$ cat config.mk
export PLATFORM = sky130hd
export DESIGN_NAME = kyber_ct_add
export DESIGN_NICKNAME = d
export VERILOG_FILES = /design/src/verilog/ct_pkg.sv /design/src/verilog/kyber_pkg.sv /design/src/verilog/kyber_ct_add.sv /design/src/verilog/ct_compress_pack.sv /design/src/verilog/poly_add_v.sv /design/src/verilog/poly_add_u.sv
export VERILOG_INCLUDE_DIRS = /design/src /design/src/verilog
export SDC_FILE = /design/constraint.sdc
export NUM_CORES = 2
export LEC_CHECK = 0
export ABC_AREA = 0
export BUFFER_PORTS_ARGS = -buffer_cell sky130_fd_sc_hd__buf_4
export CAP_MARGIN = 20
export CORE_MARGIN = 2
export CORE_UTILIZATION = 40
export DETAILED_ROUTE_END_ITERATION = 12
export PLACE_DENSITY = 0.68
export SYNTH_ARGS = -nofsm -noshare
export SYNTH_HDL_FRONTEND = slang
export SYNTH_SLANG_ARGS = --single-unit
$ cat constraint.sdc
create_clock -name clk -period 10.85 [get_ports clk]
set_input_delay 1.085 -clock clk [delete_from_list [all_inputs] [get_ports clk]]
set_output_delay 1.085 -clock clk [all_outputs]
set_load 0.005 [all_outputs]
$ cat src/verilog/kyber_defines.svh
`ifndef KYBER_DEFINES_SVH
`define KYBER_DEFINES_SVH

// polynomial ring
`define KYBER_N 256   // coefficients per polynomial
`define KYBER_K 3     // u lanes for k = 3
`define KYBER_Q 3329  // modulus

// coefficient width, enough for 0..q-1
`define COEF_W 12

// ciphertext compression widths
`define KYBER_DU 10
`define KYBER_DV 4

// v nibbles packed into one 32-bit beat
`define V_PER_BEAT (32 / `KYBER_DV)

`endif
$ cat src/verilog/ct_pkg.sv
`include "kyber_defines.svh"

package ct_pkg;

  // tells the sink how to read out_data
  typedef enum logic {
    BEAT_U = 1'b0,
    BEAT_V = 1'b1
  } beat_kind_t;

  // three compressed u lanes, lane 0 at bits 9:0
  typedef struct packed {
    logic [31-`KYBER_K*`KYBER_DU:0]      pad;  // always zero
    logic [`KYBER_K-1:0][`KYBER_DU-1:0] u;
  } u_beat_t;

  // eight compressed v coefficients, earliest in the low nibble
  typedef struct packed {
    logic [`V_PER_BEAT-1:0][`KYBER_DV-1:0] v;
  } v_beat_t;

  // one output word, layout picked by beat_kind_t
  typedef union packed {
    u_beat_t u_beat;
    v_beat_t v_beat;
  } ct_beat_t;

endpackage

$ cat src/verilog/kyber_pkg.sv
`include "kyber_defines.svh"

package kyber_pkg;

  // one reduced coefficient, always below q
  typedef logic [`COEF_W-1:0] coef_t;

  // one coefficient index across the k lanes, lane 0 in the low bits
  typedef coef_t [`KYBER_K-1:0] coef_vec_t;

endpackage

$ cat src/verilog/kyber_ct_add.sv
`timescale 1ns/10ps

// noise addition and ciphertext compression for one coefficient stream
module kyber_ct_add (
  input  logic                 clk,
  input  logic                 rst,

  // coefficient stream in
  input  logic                 in_valid,
  output logic                 in_ready,
  input  kyber_pkg::coef_vec_t in_x,
  input  kyber_pkg::coef_vec_t in_e1,
  input  kyber_pkg::coef_t     in_y,
  input  kyber_pkg::coef_t     in_e2,
  input  logic                 in_msg,

  // ciphertext stream out
  output logic                 out_valid,
  input  logic                 out_ready,
  output ct_pkg::ct_beat_t     out_data,
  output ct_pkg::beat_kind_t   out_kind,
  output logic                 out_last
);
  import kyber_pkg::*;

  logic      step;   // shared so both adders stay on the same coefficient
  coef_vec_t sum_u;
  coef_t     sum_v;

  poly_add_u u_add_u (
    .clk   (clk),
    .rst   (rst),
    .step  (step),
    .x     (in_x),
    .e1    (in_e1),
    .sum_u (sum_u)
  );

  poly_add_v u_add_v (
    .clk   (clk),
    .rst   (rst),
    .step  (step),
    .y     (in_y),
    .e2    (in_e2),
    .msg   (in_msg),
    .sum_v (sum_v)
  );

  ct_compress_pack u_pack (
    .clk       (clk),
    .rst       (rst),
    .in_valid  (in_valid),
    .in_ready  (in_ready),
    .step      (step),
    .sum_u     (sum_u),
    .sum_v     (sum_v),
    .out_valid (out_valid),
    .out_ready (out_ready),
    .out_data  (out_data),
    .out_kind  (out_kind),
    .out_last  (out_last)
  );

endmodule

$ cat src/verilog/ct_compress_pack.sv
`timescale 1ns/10ps
`include "kyber_defines.svh"

// compresses the adder results into ciphertext beats and runs the stream handshakes
module ct_compress_pack (
  input  logic                 clk,
  input  logic                 rst,
  input  logic                 in_valid,
  output logic                 in_ready,
  output logic                 step,       // advances both adder registers
  input  kyber_pkg::coef_vec_t sum_u,
  input  kyber_pkg::coef_t     sum_v,
  output logic                 out_valid,
  input  logic                 out_ready,
  output ct_pkg::ct_beat_t     out_data,
  output ct_pkg::beat_kind_t   out_kind,
  output logic                 out_last
);
  import ct_pkg::*;

  // numerator c*2^du + q/2 for the wider of the two compressions
  localparam int num_w     = `COEF_W + `KYBER_DU;
  // shift large enough that the reciprocal divide is exact for every numerator
  localparam int div_shift = num_w + `COEF_W;
  localparam int recip_w   = div_shift - `COEF_W + 1;
  localparam int quot_w    = num_w + recip_w - div_shift;
  localparam int idx_w     = $clog2(`KYBER_N);
  localparam int slot_w    = $clog2(`V_PER_BEAT);

  // ceil(2^div_shift / q)
  localparam logic [recip_w-1:0] recip =
    recip_w'(((64'd1 << div_shift) + `KYBER_Q - 1) / `KYBER_Q);
  localparam logic [num_w-1:0] half_q = num_w'(`KYBER_Q / 2);

  // floor(n / q) by multiply and shift
  function automatic logic [quot_w-1:0] div_q(input logic [num_w-1:0] n);
    logic [num_w+recip_w-1:0] prod;
    prod = n * recip;
    return prod[div_shift +: quot_w];
  endfunction

  logic [`KYBER_K-1:0][num_w-1:0]     num_u;
  logic [`KYBER_K-1:0][quot_w-1:0]    quot_u;
  logic [`KYBER_K-1:0][`KYBER_DU-1:0] cu;     // compressed u lanes
  logic [num_w-1:0]                   num_v;
  logic [quot_w-1:0]                  quot_v;
  logic [`KYBER_DV-1:0]               cv;     // compressed v

  logic                                  stage_valid;  // adder registers hold a live coefficient
  logic                                  v_pend;       // v beat waits behind the u beat
  logic                                  out_free;
  logic                                  load_u;
  logic                                  load_v;
  logic [idx_w-1:0]                      idx;          // index of the next u beat
  logic [`V_PER_BEAT-1:0][`KYBER_DV-1:0] v_acc;

  // compress_d(c) = floor((c*2^d + q/2) / q) mod 2^d
  always_comb begin
    for (int k = 0; k < `KYBER_K; k++) begin
      num_u[k]  = {sum_u[k], {`KYBER_DU{1'b0}}} + half_q;
      quot_u[k] = div_q(num_u[k]);
      cu[k]     = quot_u[k][`KYBER_DU-1:0];  // drops the 2^du wrap bit
    end

    num_v  = {{(`KYBER_DU - `KYBER_DV){1'b0}}, sum_v, {`KYBER_DV{1'b0}}} + half_q;
    quot_v = div_q(num_v);
    cv     = quot_v[`KYBER_DV-1:0];
  end

  // the output register can take a new beat
  assign out_free = !out_valid || out_ready;

  // adders move only when the stage content has somewhere to go
  // a pending v beat takes the output slot for one cycle
  assign step     = out_free && !v_pend;
  assign in_ready = step;
  assign load_u   = step && stage_valid;
  assign load_v   = out_free && v_pend;

  always_ff @(posedge clk) begin
    if (rst) begin
      stage_valid <= 1'b0;
      v_pend      <= 1'b0;
      idx         <= '0;
      v_acc       <= '0;
      out_valid   <= 1'b0;
    end else begin
      if (step) begin
        stage_valid <= in_valid;
      end

      if (load_u) begin
        v_acc[idx[slot_w-1:0]] <= cv;
        idx                    <= idx + 1'b1;
        v_pend                 <= (idx[slot_w-1:0] == {slot_w{1'b1}});  // eighth nibble in
      end else if (load_v) begin
        v_pend <= 1'b0;
      end

      if (out_free) begin
        out_valid <= load_u || load_v;
      end
    end
  end

  // beat contents, only written when a beat is loaded
  always_ff @(posedge clk) begin
    if (load_u) begin
      out_data.u_beat <= '{pad: '0, u: cu};
      out_kind        <= BEAT_U;
      out_last        <= 1'b0;
    end else if (load_v) begin
      // v_acc already holds the nibble written with the last u beat
      out_data.v_beat <= '{v: v_acc};
      out_kind        <= BEAT_V;
      out_last        <= (idx == '0);  // idx wrapped after coefficient N-1
    end
  end

endmodule

$ cat src/verilog/poly_add_v.sv
`timescale 1ns/10ps
`include "kyber_defines.svh"

// v = y + e2 + decompress_1(msg) mod q, one register stage
module poly_add_v (
  input  logic             clk,
  input  logic             rst,
  input  logic             step,
  input  kyber_pkg::coef_t y,
  input  kyber_pkg::coef_t e2,
  input  logic             msg,  // one message bit per coefficient
  output kyber_pkg::coef_t sum_v
);
  import kyber_pkg::*;

  // three operands need two extra bits, max is 2*(q-1) + 1665
  localparam int sum_w = `COEF_W + 2;

  localparam logic [sum_w-1:0] q_wide    = sum_w'(`KYBER_Q);
  localparam logic [sum_w-1:0] half_q_up = sum_w'((`KYBER_Q + 1) / 2);  // 1665

  logic [sum_w-1:0] msg_dec;
  logic [sum_w-1:0] raw;
  logic [sum_w-1:0] once;   // after the first subtraction
  logic [sum_w-1:0] twice;  // after the second subtraction
  coef_t            nxt;

  always_comb begin
    msg_dec = msg ? half_q_up : '0;
    raw     = {{(sum_w - `COEF_W){1'b0}}, y} + {{(sum_w - `COEF_W){1'b0}}, e2} + msg_dec;

    // raw stays below 3q, so two conditional steps are enough
    if (raw >= q_wide) begin
      once = raw - q_wide;
    end else begin
      once = raw;
    end

    if (once >= q_wide) begin
      twice = once - q_wide;
    end else begin
      twice = once;
    end

    nxt = twice[`COEF_W-1:0];
  end

  always_ff @(posedge clk) begin
    if (rst) begin
      sum_v <= '0;
    end else if (step) begin
      sum_v <= nxt;
    end
  end

endmodule

$ cat src/verilog/poly_add_u.sv
`timescale 1ns/10ps
`include "kyber_defines.svh"

// u_k = x_k + e1_k mod q for all lanes, one register stage
module poly_add_u (
  input  logic                 clk,
  input  logic                 rst,
  input  logic                 step,   // load enable from the packer
  input  kyber_pkg::coef_vec_t x,
  input  kyber_pkg::coef_vec_t e1,
  output kyber_pkg::coef_vec_t sum_u
);
  import kyber_pkg::*;

  localparam logic [`COEF_W:0] q_wide = (`COEF_W + 1)'(`KYBER_Q);

  logic [`KYBER_K-1:0][`COEF_W:0] raw;   // plain sum, one carry bit wider
  logic [`KYBER_K-1:0][`COEF_W:0] wrap;  // raw minus q
  coef_vec_t                      nxt;

  // both operands are below q, so a single subtraction brings the sum back in range
  always_comb begin
    for (int k = 0; k < `KYBER_K; k++) begin
      raw[k]  = {1'b0, x[k]} + {1'b0, e1[k]};
      wrap[k] = raw[k] - q_wide;
      if (raw[k] >= q_wide) begin
        nxt[k] = wrap[k][`COEF_W-1:0];
      end else begin
        nxt[k] = raw[k][`COEF_W-1:0];
      end
    end
  end

  always_ff @(posedge clk) begin
    if (rst) begin
      sum_u <= '0;
    end else if (step) begin
      sum_u <= nxt;  // held while the output is stalled
    end
  end

endmodule

### Yosys cells after proc, flatten, opt, wreduce, memory -nomap -nowiden

Index checks and enable logic that the tools add are counted.
Widths: inputs -> output; s select.

| storage, ports and cells | value |
|---|---|
| register bits | 125 |
| bits of input ports | 101 |
| word-level logic and storage cells | 70 |

| cells by class | value |
|---|---|
| $add $sub $neg | 15 |
| $mul | 4 |
| magnitude comparators | 7 |
| equality and inequality tests | 1 |
| multiplexer cells | 13 |
| reductions and logical operators | 10 |

Operators by type and width:

| kind | number |
|---|---|
| $mul 22x22->43 const B | 3 |
| $add 22x11->22 const B | 3 |
| $mux 30 | 2 |
| $add 12x12->13 | 4 |
| $mux 12 | 4 |
| $sub 12x12->12 const B | 4 |
| $ge 13x12->1 const B | 3 |
| $mul 22x22->37 const B | 1 |
| $bwmux 32 | 1 |
| $ge 14x12->1 const B | 2 |
| $add 16x11->17 const B | 1 |
| $add 14x14->14 | 1 |
| $mux 14 | 1 |
| $sub 14x12->14 const B | 1 |
| $demux 4 s3 | 1 |
| $mux 11 | 1 |
| $add 8x1->8 const B | 1 |
| $logic_not 8->1 | 1 |
| $logic_and 1x1->1 | 4 |
| $lt 3x4->1 const B | 1 |
| $mux 4 | 1 |
| $eq 3x3->1 const B | 1 |
| $ge 3x1->1 const B | 1 |
| $logic_not 1->1 | 2 |
| other kinds (3) | 5 |

### Depth between registers and ports, before layout

| logic depth | value |
|---|---|
| depth in word-level cells | 6 |
| depth in mapped cells | 35 |
| mapped depth without buffers | 33 |

### Hierarchy

From an unflattened synthesis, not the netlist that was laid out.

| second synthesis, totals | value |
|---|---|
| cells, all modules | 3,522 |
| area, all modules | 32,243.4 µm² |

Modules (own cells, without submodules):

| module | times used | cells an instance | area each (µm²) |
|---|---|---|---|
| ct_compress_pack | 1 | 2,701 | 25,797.2 |
| poly_add_u | 1 | 495 | 3,900.0 |
| poly_add_v | 1 | 326 | 2,546.2 |

### Worst setup path after synthesis

Ideal clock, no wire load.

| timing | value |
|---|---|
| kind | register to register |
| start | register u_add_u.sum_u[0] (netlist name) |
| end | register u_pack.out_data[8] (netlist name) (data pin) |
| library setup time | 0.169 ns |
| arrival | 7.799 ns |
| data required time | 10.681 ns |
| slack | 2.882 ns |
| cell stages (with the launch flop) | 34 |
| path buffers | 1 |
| period minus slack after synthesis | 7.968 ns |
| cell sequence | dfxtp_1 > clkbuf_1 > and3_1 > and3_1 > and3_1 > xor2_1 > inv_1 > fa_1 > inv_1 > ha_1 > inv_1 > fa_1 > inv_1 > fa_1 > fa_1 > fa_1 > inv_1 > fa_1 > inv_1 > ha_1 > a21o_1 > a21oi_1 > nor2b_1 > a2111oi_0 > a221o_1 > a21boi_0 > a21oi_1 > o21ai_0 > nand2_1 > a21o_1 > a21oi_1 > o211a_1 > o21a_1 > o31ai_1 |

| on the way | value |
|---|---|
| cells in the longest elaborated chain, start to end | 3 |

RTL lines:

| item | line | text |
|---|---|---|
| start: declaration | poly_add_u.sv:11 | `output kyber_pkg::coef_vec_t sum_u` |
| start signal: assignment | poly_add_u.sv:38 | `sum_u <= nxt;` |
| $add 22x11->22 | ct_compress_pack.sv:60 | `` num_u[k] = {sum_u[k], {`KYBER_DU{1'b0}}} + half_q; `` |
| $mul 22x22->43 | ct_compress_pack.sv:38 | `prod = n * recip;` |
| $mux 30 | ct_compress_pack.sv:108 | `if (load_u) begin` |
| end: declaration | ct_compress_pack.sv:15 | `output ct_pkg::ct_beat_t out_data,` |

No other way between the ends.
A chain may end at the register's enable or synchronous reset.

### Worst setup path in the final report

Same ends and word-level chain as after synthesis.

==> flow_metrics.py <==
metrics = {
    "global_route": {
        "first_global_vias": 23510,
        "antenna_found_initial": 0,
        "grt_pass1_wl_um": 122100,
        "grt_overflow": 0,
        "grt_use_total_pct": 18.95,
        "grt_max_degree": 78,
    },
    "job": {
        "maxCapViolCount": 0,
    },
    "floorplan": {
        "core-area_mm2": 0.07734,
        "initial_core_util_pct": 40.36,
        "design.die.area_mm2": 0.08028,
        "ios": 137,
        "die_h_um": 283.3,
        "row_count": 102,
        "die_w_um": 283.3,
    },
    "logic_synthesis": {
        "ys_top_cells_by_count": "inv_1, ha_1, fa_1",
        "synth_edf_count": 30,
        "async_reset_ff_share_pct": 0,
        "ys_ff_latch": 125,
        "ys_warn_count": 0,
        "syn_area_mm2": 0.03121,
        "synth-main-ff-cell": "dfxtp_1",
        "synth_top_area_share_pct": 28.86,
        "ys_top_cells_by_area": "fa_1, ha_1, inv_1",
        "synth_area_leader_cell": "fa_1",
        "synth-seq-area-share_pct": 8.980,
        "syn_nets": 4543,
        "synth.avg_cell_area_um2": 9.275,
        "netlist_instances": 3365,
        "yosys.cell_count.top_type": "inv_1",
        "netlist-cell-type-count": 95,
    },
    "worst_hold_path": {
        "hold_depth": 2,
        "hp-start": "u_pack.v_acc[25]",
        "hp-class": "reg2reg",
        "min_to": "u_pack.v_acc[25]",
    },
    "setup_path": {
        "crit_fanout": 16,
        "critPathCaptureType": "register",
        "worstReg2RegEnd": "u_pack.out_data[8]",
        "rr_startpoint": "u_add_u.sum_u[0]",
        "critPathKind": "reg2reg",
        "critPathTopFamily": "adder cells",
        "crit_required_ns": 11.13,
        "cp_slowest_cell": "dfxtp_1",
        "slowest_delay_ns": 0.77,
        "arrival_ns": 9.22,
        "r2r_slack_ns": 1.90,
        "path_buf_inv": 5,
        "start_kind": "register",
        "timing.critical_path.from": "u_add_u.sum_u[0]",
        "ff2ff_path_depth": 32,
        "crit_top_cell": "fa_1",
    },
    "clocking": {
        "htree_num_levels": 4,
        "cts_setup_buffers": 0,
        "cts_root_buf": "clkbuf_16",
        "cts_resized": 0,
        "clk_latency_ns": 0.45,
        "ctsHoldBuffers": 0,
        "cts.clk_slew.worst_paths_ns": 0.06,
        "cts_buffers": 17,
        "cts_tree": "done",
        "clock_path_buffers": 2,
        "clock-sinks": 125,
    },
    "timing": {
        "maxSlewHeadroom_pct": 33.01,
        "period_share_pct": 82.45,
        "slew_violations": 0,
        "skew_ns": 0.01151,
        "worst_pin_slew_ns": 1.005,
        "fmax_mhz": 111.8,
        "hold_violations": 0,
        "final.min_clock_period_ns": 8.946,
        "finalSetupTns_ns": 0,
        "setup_viol": 0,
        "rsz0062_at_grt": "no",
    },
    "final_layout": {
        "fin_area_mm2": 0.03397,
        "area_growth_syn_to_layout_pct": 8.843,
        "nets": 4664,
        "n_antenna_cell": 0,
        "drive_gt1_share_pct": 6.745,
    },
    "placed_design": {
        "hpwl_um": 64620,
        "dpl-instance-area_mm2": 0.03339,
        "io_buffers": 136,
        "place_congestion": 0.9722,
    },
    "drt": {
        "post_drt_wl_per_cell_um": 16.32,
        "route.detailed.drc": 0,
        "vias": 22660,
        "detail-route-antenna-nets": 0,
        "wirelength_um": 74060,
        "first_pass_iters": 5,
        "drt-initial-drc-count": 1214,
        "via_per_inst": 4.992,
    },
    "outcome": {
        "outcome": "finished, final reports clean",
    },
}
logic make-up after synthesis:
family / count (synthesis) / share of synthesized area [%]
adders and majority gates: 1077 / 54.00
xor gates and xnor gates: 237 / 6.747
AOI/OAI and AO/OA: 522 / 11.01
DFF: 125 / 8.980
buffers and inverters: 852 / 10.43
muxes: 17 / 0.6213
and+or+nand+nor: 535 / 8.218
state kept, by name (all words and copies together), names as in the netlist:
name,flops
u_pack.out_kind,1
u_pack.v_acc,32
u_pack.stage_valid,1
u_pack.out_data,32
u_pack.idx,8
u_pack.out_valid,1
u_pack.out_last,1
u_add_v.sum_v,12
u_add_u.sum_u,36
u_pack.v_pend,1
area by class of cell:
class | count | area, um2
inverter | 804 | 3018
timing repair buffer | 150 | 1127
fill | 7594 | 43370
clock inverter | 15 | 137.6
sequential | 125 | 2803
tap | 1040 | 1301
multi-input combinational | 2388 | 25160
clock buffer | 17 | 425.4
worst min-delay path, cell delays in order (launching register included):
cell	delay (ns)
dfxtp_1	0.31
nand2_1	0.05
a21oi_1	0.05
metrics by stage:
stage	util (%)	instances	worst slack [ns]	hold slack, ns
after CTS	43.90	4536	2.014	0.4582
after global placement	43.16	4503	2.235	0.4448
after floorplan	-	3365	2.882	0.4366
after detailed placement	43.17	4504	2.038	0.4485
final	43.93	4539	1.904	0.4561
after global routing	43.93	4539	1.357	0.4835
per-layer routing:
layer  routed length, um  share of wire, %  up-vias  global-route usage [%]
met4                1647               2.2        0                   4.974
met2               33480                45      444                   30.56
met3                3565               4.8       91                   2.641
met1               35370                48    10970                   26.67
li1                    -                 -    11150                       -
met5                   0                 0        -                       0
placed cells by master, fill, tap and decap left out, types with 21 or more instances in the layout:
cell / Yosys / layout
and3_1: 27 / 27
a21oi_1: 140 / 140
fa_1: 450 / 450
nand2_1: 172 / 170
nor2_1: 110 / 110
xor2_1: 73 / 73
nor3_1: 46 / 46
xnor2_1: 160 / 160
ha_1: 627 / 627
edfxtp_1: 30 / 30
nand4_1: 28 / 28
o21ai_0: 125 / 125
inv_1: 804 / 802
nand3_1: 61 / 61
o21a_1: 21 / 21
dfxtp_1: 95 / 95
o21bai_1: 29 / 29
buf_4: 3 / 148
a21o_1: 63 / 63
worst max-delay path by stage:
stage | end | cells past startpoint | slack [ns]
6_report | u_pack.out_data[8] | 32 | 1.90
5_1_grt | u_pack.out_data[8] | 32 | 1.36
4_1_cts | u_pack.out_data[8] | 32 | 2.01
3_5_place_dp | u_pack.out_data[8] | 32 | 2.04
3_3_place_gp | u_pack.out_data[8] | 32 | 2.23
2_1_floorplan | u_pack.out_data[8] | 33 | 2.88
Power is left out: the tool's default activity adds up to more than one toggle a clock period on the data nets, which glitch-free logic cannot reach.
